### src/source/ilk_pkg.sv
/* shared widths and codes for the interlaken tx ingress path
   beat width is fixed at two 64-bit words, empty is a 4-bit byte count */

package ilk_pkg;

   // number of 64-bit words carried per avalon beat
   localparam int words_per_beat = 2;

   // a single 64-bit interlaken word
   typedef logic [63:0] word_t;

   // full beat, word 0 sits in the upper half (first on the wire)
   typedef logic [words_per_beat*$bits(word_t)-1:0] beat_data_t;

   // avalon empty, counts unused bytes at the low end of the beat
   typedef logic [3:0] empty_t;

   // valid words in a beat, 0 to 2
   typedef logic [1:0] num_valid_t;

   // interlaken eop code
   //   0000 no eop
   //   0001 eop with error
   //   1nnn eop, nnn = valid bytes in last word, 000 means 8
   typedef logic [3:0] eopbits_t;

   localparam eopbits_t eop_none  = 4'b0000;
   localparam eopbits_t eop_error = 4'b0001;

   // longest burst in words before a burst end is forced
   // small on purpose so short packets still cross it
   localparam int burst_max_words = 8;

   // word counter inside a burst, must hold burst_max_words itself
   typedef logic [$clog2(burst_max_words+1)-1:0] burst_count_t;

endpackage

### src/source/avl_rx_stage.sv
/* avalon-st input stage, two-entry skid buffer with registered avl_ready
   beats with no sop outside an open packet are accepted and discarded */

`timescale 1ns/1ps

module avl_rx_stage
   import ilk_pkg::*;
(
   input  logic       clk,
   input  logic       reset,
   // avalon-st sink
   input  beat_data_t avl_data,
   input  logic       avl_sop,
   input  logic       avl_eop,
   input  empty_t     avl_empty,
   input  logic       avl_error,
   input  logic       avl_valid,
   output logic       avl_ready,
   // towards the adapter
   output beat_data_t rx_data,
   output logic       rx_sop,
   output logic       rx_eop,
   output empty_t     rx_empty,
   output logic       rx_error,
   output logic       rx_valid,
   input  logic       rx_ready,
   // one cycle per discarded stray beat
   output logic       stray_drop
);

   // second entry, only used while the output entry is stalled
   beat_data_t skid_data;
   logic       skid_sop;
   logic       skid_eop;
   empty_t     skid_empty;
   logic       skid_error;
   logic       skid_valid;

   // set between an accepted sop and the matching eop
   logic pkt_open;

   logic in_fire;
   logic in_keep;
   logic in_take;
   logic out_free;
   logic skid_load;
   logic skid_drain;
   logic skid_next;

   always_comb begin
      in_fire  = avl_valid & avl_ready;
      // sop always starts a packet, otherwise the beat needs an open one
      in_keep  = avl_sop | pkt_open;
      in_take  = in_fire & in_keep;
      // output entry can take a new beat this cycle
      out_free = ~rx_valid | rx_ready;
      // skid only fills when a kept beat meets a stalled output entry
      skid_load  = in_take & ~out_free;
      skid_drain = skid_valid & out_free;
      skid_next  = (skid_valid & ~skid_drain) | skid_load;
   end

   // control state
   always_ff @(posedge clk) begin
      if (reset) begin
         rx_valid   <= 1'b0;
         skid_valid <= 1'b0;
         avl_ready  <= 1'b1;
         pkt_open   <= 1'b0;
         stray_drop <= 1'b0;
      end else begin
         stray_drop <= in_fire & ~in_keep;
         if (in_take) begin
            // a single-beat packet opens and closes in the same beat
            pkt_open <= ~avl_eop;
         end
         if (out_free) begin
            rx_valid <= skid_valid | in_take;
         end
         skid_valid <= skid_next;
         // ready low only while both entries hold a beat
         avl_ready  <= ~skid_next;
      end
   end

   // payload, skid entry has priority so order is kept
   always_ff @(posedge clk) begin
      if (out_free) begin
         if (skid_valid) begin
            rx_data  <= skid_data;
            rx_sop   <= skid_sop;
            rx_eop   <= skid_eop;
            rx_empty <= skid_empty;
            rx_error <= skid_error;
         end else if (in_take) begin
            rx_data  <= avl_data;
            rx_sop   <= avl_sop;
            rx_eop   <= avl_eop;
            rx_empty <= avl_empty;
            rx_error <= avl_error;
         end
      end
      if (skid_load) begin
         skid_data  <= avl_data;
         skid_sop   <= avl_sop;
         skid_eop   <= avl_eop;
         skid_empty <= avl_empty;
         skid_error <= avl_error;
      end
   end

endmodule

### src/source/avl_to_ilk_adapter.sv
/* combinational avalon to interlaken beat re-encoding, no storage
   non-eop beats are expected to have empty 0 or 8, other values give 0 words */

`timescale 1ns/1ps

module avl_to_ilk_adapter
   import ilk_pkg::*;
(
   // from the input stage
   input  beat_data_t rx_data,
   input  logic       rx_sop,
   input  logic       rx_eop,
   input  empty_t     rx_empty,
   input  logic       rx_error,
   input  logic       rx_valid,
   output logic       rx_ready,
   // towards the burst stage
   output beat_data_t ad_data,
   output num_valid_t ad_num_valid,
   output logic       ad_sop,
   output eopbits_t   ad_eopbits,
   output logic       ad_valid,
   input  logic       ad_ready
);

   // valid bytes in the last word of an eop beat, 1 to 8
   logic [3:0] last_bytes;

   // handshake and data go straight through
   assign ad_data  = rx_data;
   assign ad_sop   = rx_sop;
   assign ad_valid = rx_valid;
   assign rx_ready = ad_ready;

   // empty counts from the low end, so only the low 3 bits reach the last word
   assign last_bytes = 4'd8 - {1'b0, rx_empty[2:0]};

   always_comb begin
      ad_num_valid = '0;
      ad_eopbits   = eop_none;
      if (rx_valid && !rx_eop) begin
         // mid-packet beat, whole words only
         case (rx_empty)
            4'd0: begin
               ad_num_valid = num_valid_t'(words_per_beat);
            end
            4'd8: begin
               ad_num_valid = num_valid_t'(1);
            end
            default: begin
               // partial word without eop is illegal, mark nothing valid
               ad_num_valid = '0;
            end
         endcase
         ad_eopbits = eop_none;
      end else if (rx_valid) begin
         // eop beat, second word is in use while fewer than 8 bytes are empty
         if (rx_empty < 4'd8) begin
            ad_num_valid = num_valid_t'(words_per_beat);
         end else begin
            ad_num_valid = num_valid_t'(1);
         end
         // error overrides the byte count
         if (rx_error) begin
            ad_eopbits = eop_error;
         end else begin
            // a full last word of 8 bytes wraps to 000
            ad_eopbits = {1'b1, last_bytes[2:0]};
         end
      end
   end

endmodule

### src/source/ilk_burst_stage.sv
/* output register stage, counts words per burst and flags burst ends
   beats with zero valid words are accepted but never presented */

`timescale 1ns/1ps

module ilk_burst_stage
   import ilk_pkg::*;
(
   input  logic       clk,
   input  logic       reset,
   // from the adapter
   input  beat_data_t ad_data,
   input  num_valid_t ad_num_valid,
   input  logic       ad_sop,
   input  eopbits_t   ad_eopbits,
   input  logic       ad_valid,
   output logic       ad_ready,
   // interlaken side towards the burst/control word inserter
   output beat_data_t ilk_data,
   output num_valid_t ilk_num_valid,
   output logic       ilk_sop,
   output eopbits_t   ilk_eopbits,
   output logic       ilk_burst_end,
   output logic       ilk_valid,
   input  logic       ilk_ready
);

   // words sent since the last burst end
   burst_count_t burst_cnt;

   logic         ad_fire;
   logic         beat_keep;
   burst_count_t cnt_base;
   burst_count_t cnt_sum;
   logic         burst_end;

   // register is free when empty or being drained this cycle
   assign ad_ready = ~ilk_valid | ilk_ready;

   always_comb begin
      ad_fire   = ad_valid & ad_ready;
      beat_keep = ad_num_valid != '0;
      // sop starts a fresh count regardless of what came before
      cnt_base  = ad_sop ? '0 : burst_cnt;
      cnt_sum   = cnt_base + burst_count_t'(ad_num_valid);
      // a 7 to 9 step with a single-word beat before still ends the burst
      burst_end = (ad_eopbits != eop_none) ||
                  (cnt_sum >= burst_count_t'(burst_max_words));
   end

   // control state
   always_ff @(posedge clk) begin
      if (reset) begin
         ilk_valid     <= 1'b0;
         ilk_burst_end <= 1'b0;
         burst_cnt     <= '0;
      end else begin
         if (ad_ready) begin
            // dropped beats leave the register empty
            ilk_valid <= ad_valid & beat_keep;
         end
         if (ad_fire && beat_keep) begin
            ilk_burst_end <= burst_end;
            burst_cnt     <= burst_end ? '0 : cnt_sum;
         end
      end
   end

   // payload
   always_ff @(posedge clk) begin
      if (ad_fire && beat_keep) begin
         ilk_data      <= ad_data;
         ilk_num_valid <= ad_num_valid;
         ilk_sop       <= ad_sop;
         ilk_eopbits   <= ad_eopbits;
      end
   end

endmodule

### src/source/ilk_tx_top.sv
/* interlaken tx ingress, avalon-st in and burst-marked beats out
   two cycles of latency without stalls, no control words or crc here */

`timescale 1ns/1ps

module ilk_tx_top
   import ilk_pkg::*;
(
   input  logic       clk,
   input  logic       reset,
   // avalon-st sink
   input  beat_data_t avl_data,
   input  logic       avl_sop,
   input  logic       avl_eop,
   input  empty_t     avl_empty,
   input  logic       avl_error,
   input  logic       avl_valid,
   output logic       avl_ready,
   // interlaken beat source
   output beat_data_t ilk_data,
   output num_valid_t ilk_num_valid,
   output logic       ilk_sop,
   output eopbits_t   ilk_eopbits,
   output logic       ilk_burst_end,
   output logic       ilk_valid,
   input  logic       ilk_ready,
   // pulses once per discarded stray beat
   output logic       stray_drop
);

   // input stage to adapter
   beat_data_t rx_data;
   logic       rx_sop;
   logic       rx_eop;
   empty_t     rx_empty;
   logic       rx_error;
   logic       rx_valid;
   logic       rx_ready;

   // adapter to burst stage
   beat_data_t ad_data;
   num_valid_t ad_num_valid;
   logic       ad_sop;
   eopbits_t   ad_eopbits;
   logic       ad_valid;
   logic       ad_ready;

   avl_rx_stage u_rx (
      .clk        (clk),
      .reset      (reset),
      .avl_data   (avl_data),
      .avl_sop    (avl_sop),
      .avl_eop    (avl_eop),
      .avl_empty  (avl_empty),
      .avl_error  (avl_error),
      .avl_valid  (avl_valid),
      .avl_ready  (avl_ready),
      .rx_data    (rx_data),
      .rx_sop     (rx_sop),
      .rx_eop     (rx_eop),
      .rx_empty   (rx_empty),
      .rx_error   (rx_error),
      .rx_valid   (rx_valid),
      .rx_ready   (rx_ready),
      .stray_drop (stray_drop)
   );

   // ready passes back through unchanged
   avl_to_ilk_adapter u_adapter (
      .rx_data      (rx_data),
      .rx_sop       (rx_sop),
      .rx_eop       (rx_eop),
      .rx_empty     (rx_empty),
      .rx_error     (rx_error),
      .rx_valid     (rx_valid),
      .rx_ready     (rx_ready),
      .ad_data      (ad_data),
      .ad_num_valid (ad_num_valid),
      .ad_sop       (ad_sop),
      .ad_eopbits   (ad_eopbits),
      .ad_valid     (ad_valid),
      .ad_ready     (ad_ready)
   );

   ilk_burst_stage u_burst (
      .clk           (clk),
      .reset         (reset),
      .ad_data       (ad_data),
      .ad_num_valid  (ad_num_valid),
      .ad_sop        (ad_sop),
      .ad_eopbits    (ad_eopbits),
      .ad_valid      (ad_valid),
      .ad_ready      (ad_ready),
      .ilk_data      (ilk_data),
      .ilk_num_valid (ilk_num_valid),
      .ilk_sop       (ilk_sop),
      .ilk_eopbits   (ilk_eopbits),
      .ilk_burst_end (ilk_burst_end),
      .ilk_valid     (ilk_valid),
      .ilk_ready     (ilk_ready)
   );

endmodule

### config.mk
export PLATFORM = sky130hd
export DESIGN_NAME = ilk_tx_top
export DESIGN_NICKNAME = d
export VERILOG_FILES = /design/src/source/ilk_pkg.sv /design/src/source/avl_rx_stage.sv /design/src/source/avl_to_ilk_adapter.sv /design/src/source/ilk_burst_stage.sv /design/src/source/ilk_tx_top.sv
export SDC_FILE = /design/constraint.sdc
export NUM_CORES = 1
export LEC_CHECK = 0
export BUFFER_PORTS_ARGS = -buffer_cell sky130_fd_sc_hd__clkbuf_2
export CAP_MARGIN = 30
export CORE_AREA = 2 2 161 226
export CTS_BUF_LIST = sky130_fd_sc_hd__clkbuf_4 sky130_fd_sc_hd__clkbuf_8
export CTS_CLUSTER_SIZE = 10
export DETAILED_ROUTE_END_ITERATION = 7
export DIE_AREA = 0 0 163 228
export GPL_TIMING_DRIVEN = 0
export PLACE_DENSITY_LB_ADDON = 0.05
export SLEW_MARGIN = 20
export SYNTH_ARGS = -nofsm -noshare
export SYNTH_HDL_FRONTEND = slang
export SYNTH_HIERARCHICAL = 1
export SYNTH_SLANG_ARGS = --single-unit
export TNS_END_PERCENT = 100
### constraint.sdc
create_clock -name clk -period 35.8 [get_ports clk]
set_input_delay 7.16 -clock clk [delete_from_list [all_inputs] [get_ports clk]]
set_output_delay 7.16 -clock clk [all_outputs]
set_load 0.005 [all_outputs]
==> run_results.csv <==
group,metric,value,unit
setup_path,cp.required,36.09,ns
final_layout,finish.net_count,1273,
timing,final-max-slew-violation-count,0,
logic_synthesis,synth-seq-cells,416,
job,timing.max_cap.violations,0,
global_routing,grt_usage,15.7,%
detailed_routing,postRouteAntennaNets,0,
hold_path,hold_path.class,"reg2reg",
global_routing,grt_antenna_before_repair,3,
floorplan,row_count,82,
logic_synthesis,simple_logic_cell_fraction_of_the_synthesized_area,1.22,%
timing,rsz_0062_raised_after_global_routing,"false",
detailed_routing,wl_per_cell,17.3,um
power_and_ir_drop,switching_power,194,uW
global_routing,grt_pass1_vias,7964,
detailed_routing,drt_wl_total,28400,um
detailed_routing,route.vias.total,7422,
floorplan,die_x,163,um
timing,timing.final.hold_violations,0,
cts,cts.sinks,416,
logic_synthesis,ys_warn_count,6,
cts,cts_bufs_inserted,67,
power_and_ir_drop,pwr-share-seq,56.1,%
setup_path,timing.critical_path.from_type,"primary input",
logic_synthesis,yosysTopAreaCellShare,78.1,%
logic_synthesis,postSynthNetCount,903,
logic_synthesis,synth_enable_flop_cells,405,
power_and_ir_drop,power.share.combinational,4.0,%
floorplan,die-area,0.0372,mm^2
logic_synthesis,synth-async-reset-ratio,0,%
final_layout,layout-drive-gt1-share,58.7,%
power_and_ir_drop,powerDensity,50.1,mW/mm^2
cts,tritoncts_clock_tree,"built",
logic_synthesis,post_synth_fa_ha_maj_area_fraction,0.369,%
detailed_routing,drt_first_pass_iters,4,
logic_synthesis,synth_area_in_xor_xnor,0.112,%
global_routing,grt.overflow.total,0,
cts,cts.clk_slew.worst_paths,0.06,ns
cts,clkLatencyLatePin,0.59,ns
floorplan,floorplan.die.height,228,um
logic_synthesis,synth_cell_types,37,
logic_synthesis,synth_top_family_by_area,"multiplexers",
logic_synthesis,synth-seq-area-share,79.5,%
cts,cts_root_buf,"clkbuf_8",
cts,clock_tree.htree_level_count,3,
detailed_routing,post_drt_via_cell_ratio,4.52,
detailed_routing,first_iter_violations,285,
logic_synthesis,syn_area,0.0156,mm^2
cts,post_cts_resize_count,0,
power_and_ir_drop,sw_frac_of_total,19.9,%
logic_synthesis,synth-compound-area-share,0.827,%
floorplan,initial_core_util,44.0,%
final_layout,layout.cells.most_common,"edfxtp_1",
floorplan,io_pins,278,
run_status,status,"finished, final reports clean",
timing,min_period,9.11,ns
placement,placedCellCount,1523,
logic_synthesis,synth.area.mux_share,10.7,%
floorplan,placeableCoreArea,0.0354,mm^2
power_and_ir_drop,power_frac_clock,39.9,%
global_routing,grt_pass1_wl,44100,um
power_and_ir_drop,power.ir.vdd_worst,32.0,uV
logic_synthesis,netlist_instances,760,
final_layout,final-instance-count-excl-fill,1642,
logic_synthesis,post-synth-top-area-cell,"edfxtp_1",
setup_path,crit_fanout,18,
placement,place_congestion,0.716,
cts,cts_post_setup_buffers_inserted,0,
placement,placement.io_buffers,277,
final_layout,fillCellCount,2886,
setup_path,worstSetupEndpointType,"flip-flop",
timing,maxSlewHeadroom,50.3,%
timing,timing.final.setup_violations,0,
power_and_ir_drop,power.leakage,0.00736,uW
global_routing,grt_start_max_net_pins,26,
final_layout,area_growth_syn_to_layout,24.8,%
timing,timing_worst_slew_pin_value,0.744,ns
setup_path,critical_path_class,"in2reg",
logic_synthesis,cell_types_with_the_largest_area_share_after_synthesis,"edfxtp_1 (78%), mux2_2 (6.9%), buf_4 (6.3%), mux2_4 (3.9%), dfxtp_1 (1.4%)",
final_layout,final_cell_mix,"edfxtp_1 (405), clkbuf_2 (277), buf_4 (131), mux2_2 (95), clkbuf_8 (71)",
power_and_ir_drop,internal-power,781,uW
setup_path,critPathArrivalTime,9.39,ns
timing,skew,0.0194,ns
timing,tns,0,ns
cts,hold_buffers,0,
timing,final.period_utilization,25.4,%
detailed_routing,drc_errors,0,
logic_synthesis,synth_flop_cell,"edfxtp_1",
logic_synthesis,syn_avg_cell_area,20.5,um^2
timing,max_freq,110,MHz
placement,dp_hpwl,19700,um
cts,clockBufferDepth,3,
[logic make-up after synthesis]
| kind of cell | after synthesis |
|---|---|
| buffers and inverters | 156 |
| AND/OR/NAND/NOR | 29 |
| multiplexers | 135 |
| adder cells (fa/ha/maj) | 4 |
| XOR/XNOR | 2 |
| flip-flops | 416 |
| AO/OA/AOI/OAI | 18 |
[final cells by class]
cell class                 count  area, um^2  area share [%]
tap                          462         578            2.97
buffer                       146        1100            5.64
multi-input combinational    188        2090            10.8
clock buffer                  92        1130            5.84
timing repair buffer         301        1990            10.2
antenna                        2        5.00          0.0257
sequential                   416       12400            63.7
inverter                      10        37.5           0.193
clock inverter                25         129           0.663
[power by group through the flow]
| stage | registers (uW) | clock network [uW] | logic, uW |
|---|---|---|---|
| 4_1_cts | 547 | 406 | 39.9 |
| 6_report | 547 | 389 | 38.9 |
| 5_1_grt | 548 | 425 | 42.9 |
| 2_1_floorplan | 561 | 0 | 20.9 |
| 3_3_place_gp | 564 | 0 | 34.2 |
| 3_5_place_dp | 557 | 0 | 39.7 |
[routing by layer]
layer  up-vias  share of wire (%)  global-route usage, %
met5         -               0.11                      0
met4         4                2.7                   7.41
met3        53                6.8                   4.80
met2       230                 51                   26.7
met1      3590                 39                   18.0
li1       3545                  -                      -
[through the flow]
stage | hold slack (ns) | total power (uW) | util, % | worst slack [ns] | instance area (um^2)
CTS | 0.456 | 993 | 54.9 | 26.71 | 19400
floorplan | 0.420 | 582 | - | 17.65 | 15600
global placement | 0.436 | 598 | 49.6 | 10.64 | 17500
finish | 0.458 | 975 | 54.9 | 26.69 | 19400
detailed placement | 0.435 | 597 | 51.3 | 26.07 | 18200
global route | 0.490 | 1020 | 54.9 | 26.55 | 19400
[synthesized netlist by cell type (all sizes together) (2+ instances only)]
cell type / number
a211o: 2
nand2b: 4
ha: 3
mux2: 135
nand2: 3
nor4: 3
inv: 10
nor2b: 2
dfxtp: 11
nor2: 9
o21ai: 2
a32o: 2
a21oi: 4
buf: 146
edfxtp: 405
a31oi: 2
nor3: 2
nor3b: 2
a211oi: 2
[critical path: stages]
cell	delay (ns)
clkbuf_2	0.08
nor2b_1	0.41
inv_1	0.12
buf_4	0.15
nand2b_1	0.23
nor2_4	0.46
buf_16	0.22
buf_16	0.18
buf_16	0.18
buf_16	0.17
[worst paths after layout]
check,cells after the start,from,slack (ns),endpoint
hold / removal,1,u_rx/pkt_open,0.46,u_rx/stray_drop
hold reg to reg,1,u_rx/pkt_open,0.46,u_rx/stray_drop
setup / recovery,10,ilk_ready,26.69,u_rx/skid_data[54]
setup reg to reg,9,u_burst/ilk_valid,32.98,u_rx/skid_data[54]
[sequential cells by signal, indices dropped and copies added, names as in the netlist, 2 cells and up]
register,count
u_burst/ilk_data,128
u_rx/rx_data,128
u_rx/skid_data,128
u_burst/burst_cnt,4
u_burst/ilk_eopbits,4
u_rx/rx_empty,4
u_rx/skid_empty,4
u_burst/ilk_num_valid,2
(Power assumes the default switching activity.)
